$ cat src/include/multipu_params.svh
// Width and count defaults shared by the multi-unit design.
// Include this file wherever one of the widths is needed.
`ifndef MULTIPU_PARAMS_SVH
`define MULTIPU_PARAMS_SVH

// Data and instruction word width.
`define MULTIPU_ARCHBITSZ 32

// Word address width, so one address step is one full word.
`define MULTIPU_ADDRBITSZ 30

// Default number of processing units on the shared bus.
`define MULTIPU_PUCOUNT 2

// Width of the opcode field at the top of each instruction word.
`define MULTIPU_OPCBITSZ 4

`endif
$ cat src/rtl/pu_isa_pkg.sv
// Instruction set of the processing unit: opcodes, ALU functions and the word layout.
// Used by the unit itself and by anything that builds or interprets programs.
`include "multipu_params.svh"

package pu_isa_pkg;

	localparam int PU_MADDRBITSZ = `MULTIPU_ARCHBITSZ - `MULTIPU_OPCBITSZ;
	localparam int PU_IMMBITSZ   = `MULTIPU_ARCHBITSZ - 2 * `MULTIPU_OPCBITSZ;

	typedef enum logic [`MULTIPU_OPCBITSZ-1:0] {
		OPC_HALT  = 4'h0, // A cleared word halts the unit.
		OPC_LDA   = 4'h1,
		OPC_STA   = 4'h2,
		OPC_ALU   = 4'h3,
		OPC_CPUID = 4'h4,
		OPC_JMP   = 4'h5
	} pu_opc_t;

	typedef enum logic [`MULTIPU_OPCBITSZ-1:0] {
		ALU_LDI = 4'h0,
		ALU_ADD = 4'h1,
		ALU_XOR = 4'h2
	} pu_alu_t;

	// Layout used by LDA, STA and JMP.
	typedef struct packed {
		pu_opc_t                  opc;
		logic [PU_MADDRBITSZ-1:0] addr;
	} pu_mem_insn_t;

	// Layout used by ALU.
	typedef struct packed {
		pu_opc_t                opc;
		pu_alu_t                fn;
		logic [PU_IMMBITSZ-1:0] imm;
	} pu_alu_insn_t;

	typedef union packed {
		pu_mem_insn_t mem;
		pu_alu_insn_t alu;
	} pu_insn_u;

endpackage

$ cat src/rtl/pi1_pkg.sv
// Types of the pi1 bus, shared by the masters, the arbiter and the top level.
package pi1_pkg;

	// Operation code of a pi1 request; rdy is only looked at while op is not PI1_NONE.
	typedef enum logic [1:0] {
		PI1_NONE  = 2'b00, // Idle.
		PI1_WRITE = 2'b01,
		PI1_READ  = 2'b10
		// Code 2'b11 is reserved.
	} pi1_op_t;

endpackage

$ cat src/rtl/pi1_if.sv
// One pi1 link between a bus master and the arbiter.
// The master holds op, addr and wdata until it sees rdy high.
`include "multipu_params.svh"

interface pi1_if;
	import pi1_pkg::*;

	pi1_op_t                       op;
	logic [`MULTIPU_ADDRBITSZ-1:0] addr;
	logic [`MULTIPU_ARCHBITSZ-1:0] wdata;
	logic [`MULTIPU_ARCHBITSZ-1:0] rdata; // Valid in the rdy cycle of a read.
	logic                          rdy;

	modport master (
		output op, addr, wdata,
		input  rdata, rdy
	);

	modport slave (
		input  op, addr, wdata,
		output rdata, rdy
	);

endinterface

$ cat src/rtl/pu.sv
// Small accumulator processing unit. It fetches one word per instruction over a
// pi1 master link and stops for good on HALT or on any undefined opcode.
`include "multipu_params.svh"

module pu (
	input  logic                          clk_i,
	input  logic                          reset_i,
	input  logic [`MULTIPU_ADDRBITSZ-1:0] rstaddr_i,
	input  logic [`MULTIPU_ARCHBITSZ-1:0] id_i,
	pi1_if.master                         bus,
	output logic                          halted_o
);
	import pi1_pkg::*;
	import pu_isa_pkg::*;

	localparam int ARCHBITSZ = `MULTIPU_ARCHBITSZ;
	localparam int ADDRBITSZ = `MULTIPU_ADDRBITSZ;

	typedef enum logic [1:0] {
		S_FETCH,
		S_DATA,
		S_EXEC,
		S_HALT
	} state_t;

	state_t               state;
	logic [ADDRBITSZ-1:0] pc;
	logic [ARCHBITSZ-1:0] acc;
	logic [ARCHBITSZ-1:0] mdr;     // Word read by LDA, used in the execute cycle.
	pu_insn_u             ir;
	pu_insn_u             fetched;
	logic                 fetched_mem;
	logic [ADDRBITSZ-1:0] ea;
	logic [ARCHBITSZ-1:0] imm;
	logic [ARCHBITSZ-1:0] alu_res;

	assign fetched = bus.rdata;

	// Only loads and stores need a second bus transfer.
	assign fetched_mem = (fetched.mem.opc == OPC_LDA) || (fetched.mem.opc == OPC_STA);

	assign ea  = ADDRBITSZ'(ir.mem.addr); // Zero-extended word address.
	assign imm = ARCHBITSZ'(ir.alu.imm);

	assign halted_o = (state == S_HALT);

	always_comb begin
		case (ir.alu.fn)
		ALU_LDI: alu_res = imm;
		ALU_ADD: alu_res = acc + imm;
		ALU_XOR: alu_res = acc ^ imm;
		default: alu_res = acc; // Unknown functions leave the accumulator alone.
		endcase
	end

	// Requests are held by the state itself until rdy moves the sequencer on.
	always_comb begin
		bus.op    = PI1_NONE;
		bus.addr  = pc;
		bus.wdata = acc;
		case (state)
		S_FETCH: begin
			bus.op = reset_i ? PI1_NONE : PI1_READ; // The first fetch follows reset.
		end
		S_DATA: begin
			bus.op   = (ir.mem.opc == OPC_STA) ? PI1_WRITE : PI1_READ;
			bus.addr = ea;
		end
		default: begin
			bus.op = PI1_NONE;
		end
		endcase
	end

	always_ff @(posedge clk_i) begin
		if (state == S_FETCH && bus.rdy) begin
			ir <= fetched;
		end
		if (state == S_DATA && bus.rdy) begin
			mdr <= bus.rdata;
		end
	end

	always_ff @(posedge clk_i) begin
		if (reset_i) begin
			state <= S_FETCH;
			pc    <= rstaddr_i;
			acc   <= '0;
		end else begin
			case (state)
			S_FETCH: begin
				if (bus.rdy) begin
					state <= fetched_mem ? S_DATA : S_EXEC;
				end
			end
			S_DATA: begin
				if (bus.rdy) begin
					state <= S_EXEC;
				end
			end
			S_EXEC: begin
				state <= S_FETCH;
				pc    <= pc + 1'b1;
				case (ir.mem.opc)
				OPC_LDA:   acc   <= mdr;
				OPC_STA:   acc   <= acc; // The write already happened in S_DATA.
				OPC_ALU:   acc   <= alu_res;
				OPC_CPUID: acc   <= id_i;
				OPC_JMP:   pc    <= ea;
				default:   state <= S_HALT; // HALT and undefined opcodes.
				endcase
			end
			default: begin
				state <= S_HALT;
			end
			endcase
		end
	end

endmodule

$ cat src/flat_wrapper.sv
// flat-port wrapper written by rule: the top's interface ports become plain ports
module pu_flat import pi1_pkg::*; import pu_isa_pkg::*;
  (clk_i, reset_i, rstaddr_i, id_i, halted_o, bus_op, bus_addr, bus_wdata, bus_rdata, bus_rdy);
  pi1_if bus_i ();
  input  logic clk_i;
  input  logic reset_i;
  input  logic [`MULTIPU_ADDRBITSZ-1:0] rstaddr_i;
  input  logic [`MULTIPU_ARCHBITSZ-1:0] id_i;
  output logic halted_o;
  output wire logic [$bits(bus_i.op)-1:0] bus_op;
  output wire logic [$bits(bus_i.addr)-1:0] bus_addr;
  output wire logic [$bits(bus_i.wdata)-1:0] bus_wdata;
  input wire logic [$bits(bus_i.rdata)-1:0] bus_rdata;
  input wire logic [$bits(bus_i.rdy)-1:0] bus_rdy;
  assign bus_op = bus_i.op;
  assign bus_addr = bus_i.addr;
  assign bus_wdata = bus_i.wdata;
  assign bus_i.rdata = bus_rdata;
  assign bus_i.rdy = bus_rdy;
  pu u_core (.clk_i(clk_i), .reset_i(reset_i), .rstaddr_i(rstaddr_i), .id_i(id_i), .bus(bus_i), .halted_o(halted_o));
endmodule
$ cat config.mk
export PLATFORM = sky130hd
export DESIGN_NAME = pu_flat
export DESIGN_NICKNAME = d
export VERILOG_FILES = /design/src/rtl/pu_isa_pkg.sv /design/src/rtl/pi1_pkg.sv /design/src/rtl/pi1_if.sv /design/src/rtl/pu.sv /design/src/flat_wrapper.sv
export VERILOG_INCLUDE_DIRS = /design/src /design/src/include
export SDC_FILE = /design/constraint.sdc
export NUM_CORES = 1
export LEC_CHECK = 0
export BUFFER_PORTS_ARGS = -buffer_cell sky130_fd_sc_hd__buf_2
export CAP_MARGIN = 15
export CORE_ASPECT_RATIO = 0.5
export CORE_UTILIZATION = 60
export DETAILED_ROUTE_END_ITERATION = 6
export GPL_ROUTABILITY_DRIVEN = 0
export PLACE_DENSITY = 0.86
export REMOVE_ABC_BUFFERS = 1
export SYNTH_ARGS = -nofsm -noshare
export SYNTH_HDL_FRONTEND = slang
export SYNTH_SLANG_ARGS = --single-unit
$ cat constraint.sdc
create_clock -name clk_i -period 4 [get_ports clk_i]
set_input_delay 1 -clock clk_i [delete_from_list [all_inputs] [get_ports clk_i]]
set_output_delay 1 -clock clk_i [all_outputs]
set_load 0.01 [all_outputs]
-- Word level (Yosys, flattened, before mapping)
Index checks and enable logic that the tools add are counted.
- register bits: 128
- latch bits: 0
- bits in writable memories: 0
- memory bits (read-only): 0
- input bits: 97
- output and inout bits: 65
- memories kept: 0
- $add $sub $neg: 2
- multipliers: 0
- divide/modulo/power cells: 0
- order comparisons: 0
- equality and inequality tests: 15
- shift-type cells: 0
- mux-type cells: 14
- bitwise logic cells: 1
- reduce and logical (&&, ||, !) cells: 10
- operators with widths (operator ; count):
    $pmux 32 s3 ; 2
    $mux 30 ; 4
    $add 32x24->32 ; 1
    $xor 32x24->32 ; 1
    $add 30x1->30 const B ; 1
    $eq 4x2->1 const B ; 4
    $eq 4x1->1 const B ; 3
    $mux 2 ; 6
    $eq 4x3->1 const B ; 2
    $pmux 2 s3 ; 1
    $reduce_or 5->1 ; 1
    $eq 2x2->1 const B ; 2
    $logic_not 4->1 ; 1
    $ne 2x2->1 const B ; 2
    $ne 4x4->1 const B ; 1
    $pmux 2 s2 ; 1
    $reduce_and 3->1 ; 1
    $reduce_bool 3->1 ; 1
    $eq 2x1->1 const B ; 1
    $logic_and 1x1->1 ; 2
    $logic_not 2->1 ; 1
    $reduce_and 2->1 ; 1
    $reduce_bool 2->1 ; 1
    $logic_or 1x1->1 ; 1

-- Longest topological paths before layout
- depth in word-level cells: 5
- depth in mapped cells: 11
- mapped depth without buffers: 11

-- Least setup slack after synthesis
Ideal clock, no wire load.
- path type: in2reg
- start: input port reset_i
- end: register u_core.pc[0], enable pin
- setup time: 464 ps
- arrival time: 2346 ps
- data required time: 3536 ps
- setup slack: 1189 ps
- stages on the path: 5
- path through: clkbuf_1 -> inv_1 -> clkbuf_1 -> clkbuf_1 -> nand2_1
- cells in the longest elaborated chain, start to end: 1
- ends and longest elaborated chain (what ; line ; source):
    start: declaration ; flat_wrapper.sv:6 ; input logic reset_i;
    $reduce_bool 2->1 (no source line) ; -- ;
    end signal: assignment ; pu.sv:87 ; pc <= rstaddr_i;
    end signal: assignment ; pu.sv:103 ; pc <= pc + 1'b1;
    end: declaration ; pu.sv:27 ; logic [ADDRBITSZ-1:0] pc;
No other way between the ends.
A chain may end at the register's enable or synchronous reset.

-- Worst setup path after layout
- start: register u_core.state[1]
- end: output port bus_addr[11]
- cells in the longest elaborated chain, start to end: 2
- ends and longest elaborated chain (what ; line ; source):
    start: declaration ; pu.sv:26 ; state_t state;
    start signal: assignment ; pu.sv:93 ; state <= fetched_mem ? S_DATA : S_EXEC;
    $eq 2x1->1 ; pu.sv:61 ; case (state)
    $mux 30 ; pu.sv:61 ;
    end: declaration ; flat_wrapper.sv:11 ; output wire logic [$bits(bus_i.addr)-1:0] bus_addr;
No other way between the ends.

==> impl_metrics.yaml <==
synth:
  syn_avg_cell_area_um2: 9.573
  synth_cell_types: 75
  netlist_top_cells_area: "edfxtp_1, dfxtp_1, a21oi_1"
  synth-seq-cells: 128
  syn_area_um2: 7955
  synthMuxAreaShare_pct: 5.473
  seq_area_frac_synth_pct: 44.04
  synth-compound-area-share_pct: 23.75
  netlist_instances: 831
  yosysWarnings: 0
  synth_fa_ha_area_share_pct: 4.184
  synth_top_cell_by_area: "edfxtp_1"
  yosys.area_share.xor_xnor_pct: 3.523
  synth_top_area_share_pct: 35.48
  synth_top_family_by_area: "compound AO/OA/AOI/OAI gates"
  ys.flop_type: "edfxtp_1"
  yosys.area_share.simple_pct: 15.35
  async_flop_share_pct: 0
  synth_edf_count: 94
placement:
  numPortBuffers: 161
  dpl_cell_area_um2: 8902
  post-dp-hpwl_mm: 16.82
  pre_cts_ws_ps: 1067
  dp.cells: 1127
die:
  fp.dieH_um: 83.42
  num_rows: 29
  start_util_pct: 62.11
  die-width_um: 164.8
  io_pins: 162
  core_um2: 12810
  dieArea_um2: 13750
cts:
  clkLatencyLatePin_ps: 420
  ctsResizeCount: 0
  hold_buffers: 0
  clock_sinks: 128
  clkSlewWorstSetupHoldPaths_ps: 60
  numCtsBuffers: 17
  cts_buffer_depth: 2
  cts-root-buf: "clkbuf_16"
  htreeDepth: 4
  cts_tree: "done"
  cts_setup_buffers: 0
setup_path:
  worstSetupStartpointType: "flip-flop"
  endpoint: "bus_addr[11]"
  crit_cells: 5
  crit_fanout: 25
  crit_chain: "inv_1, nand2_1, buf_4, mux2_2, buf_2"
  criticalPathCategory: "reg2out"
  slowest_stage: "dfxtp_1"
  ff2ff_setup_slack_ps: 890
  timing.rr.end: "u_core.bus.wdata[26]"
  rr_startpoint: "u_core.ir[0]"
  max_stage_delay_ps: 410
  end_kind: "output port"
  crit_arrival_ps: 2210
  crit_buf_inv: 3
  worstPathRequired_ps: 3000
  r2r_cells: 11
  cp-startpoint: "u_core.state[1]"
  crit_family: "buffers and inverters"
detailed_routing:
  totalWireLength_mm: 24.86
  drtPass1Iterations: 7
  drtIter0Drc: 986
  viasPerCell: 6.586
  drtAntennaViolNets: 0
  drt-wirelength-per-cell_um: 21.43
  drc: 0
  num_vias: 7640
timing:
  drv_slew: 0
  worst_slack_ps: 789.8
  worstMarginPinSlew_ps: 854.9
  fin_skew_ps: 10.03
  finalSetupViolCount: 0
  fmax_ghz: 0.3115
  finalCritPeriodShare_pct: 80.26
  post-route-min-period_ps: 3210
  relSlewSlack_pct: 43.01
  hold_violations: 0
  rsz0062_at_grt: "no"
layout:
  multi_input_area_um2: 4174
  seq_area_um2: 3503
  final_cell_mix: "buf_2, edfxtp_1, nand2_1"
  fin_util_pct: 74.22
  final_cells: 1160
  final_area_um2: 9507
  area_growth_syn_to_layout_pct: 19.50
  final_common_cell: "buf_2"
  drive_gt1_share_pct: 27.30
  layout.nets: 1099
  fillers: 913
pwr:
  peakVddDrop_uv: 297.1
  power.leakage_uw: 0.003896
  power.density_nw_per_um2: 410.8
global_routing:
  grt_pass1_vias: 7300
  grt_remaining_overflow: 0
  antenna_found_initial: 2
  grt_use_total_pct: 37.17
  grt_start_max_net_pins: 64
  grt_pass1_wl_mm: 38.39
outcome:
  status: "complete, no violations"
worst_hold_path:
  hp-class: "reg2reg"
run:
  cap_violations: 0
[state kept, by name, indices dropped and copies added, names as in the netlist]
register	count
u_core.mdr	32
u_core.pc	30
u_core.state	2
u_core.ir	32
u_core.bus.wdata	32
[area by class of cell]
class,count,share of cell area [%]
diodes,1,0.02632
clock buffers,19,4.554
clock inverters,13,1.777
inverters,17,0.6712
multi-input cells,632,43.91
flip-flops and latches,128,36.85
well taps,170,2.237
repair buffers,180,9.976
[where the power goes]
group	internal, uW	switching (uW)
Sequential	1530	107
Clock	1030	591
Combinational	261	381
[layer usage]
| metal | global-route usage (%) | share of wire [%] | up-vias |
|---|---|---|---|
| met3 | 10.34 | 15 | 79 |
| met2 | 54.01 | 43 | 565 |
| met5 | 0 | 0.052 | - |
| met1 | 51.99 | 39 | 3528 |
| met4 | 15.51 | 2.7 | 2 |
| li1 | - | - | 3466 |
[per-stage QoR]
step,power [uW],hold WS [ps],TNS (ps)
4_1_cts,3880,535.7,0
3_5_place_dp,2279,520.2,0
5_1_grt,4012,552.1,0
3_3_place_gp,2255,510.1,0
6_report,3905,536.1,0
2_1_floorplan,2013,504.7,-37010
[cells by family (layout without fill, tap and decap cells)]
| kind of cell | Yosys count | count (layout) |
|---|---|---|
| flip-flops | 128 | 128 |
| buffers and inverters | 71 | 229 |
| adder cells (fa/ha/maj) | 26 | 26 |
| AO/OA/AOI/OAI | 277 | 277 |
| XOR/XNOR | 32 | 32 |
| other | 0 | 1 |
| AND/OR/NAND/NOR | 257 | 257 |
| multiplexers | 40 | 40 |
[Yosys cell counts (6+ instances only)]
cell,number
nor2_1,69
edfxtp_1,94
o21ai_1,21
nand2_1,87
o211ai_1,6
clkbuf_1,37
nand3_1,32
a211oi_1,7
a21o_1,12
xnor2_1,11
inv_1,17
mux2_2,28
a31oi_1,10
buf_2,15
xor2_1,21
a221oi_2,11
a221oi_1,14
ha_1,25
a22oi_1,14
mux2i_1,12
nor3_1,12
and3_1,16
o21ai_0,62
dfxtp_1,34
a21oi_1,66
[worst min-delay path, cell delays in order, from the launching register on]
cell	delay [ps]
dfxtp_1	330
o21ai_1	130
nor2_1	40
[how the worst min path moves through the flow]
| stage | startpoint | to | slack, ps | cells past startpoint |
|---|---|---|---|---|
| 2_1_floorplan | u_core.state[1] | u_core.state[1] | 500 | 1 |
| 3_3_place_gp | u_core.bus.wdata[0] | u_core.bus.wdata[0] | 510 | 2 |
| 3_5_place_dp | u_core.bus.wdata[0] | u_core.bus.wdata[0] | 520 | 2 |
| 4_1_cts | u_core.bus.wdata[4] | u_core.bus.wdata[4] | 540 | 2 |
| 5_1_grt | u_core.bus.wdata[5] | u_core.bus.wdata[5] | 550 | 2 |
| 6_report | u_core.bus.wdata[4] | u_core.bus.wdata[4] | 540 | 2 |
(Power assumes the default switching activity.)
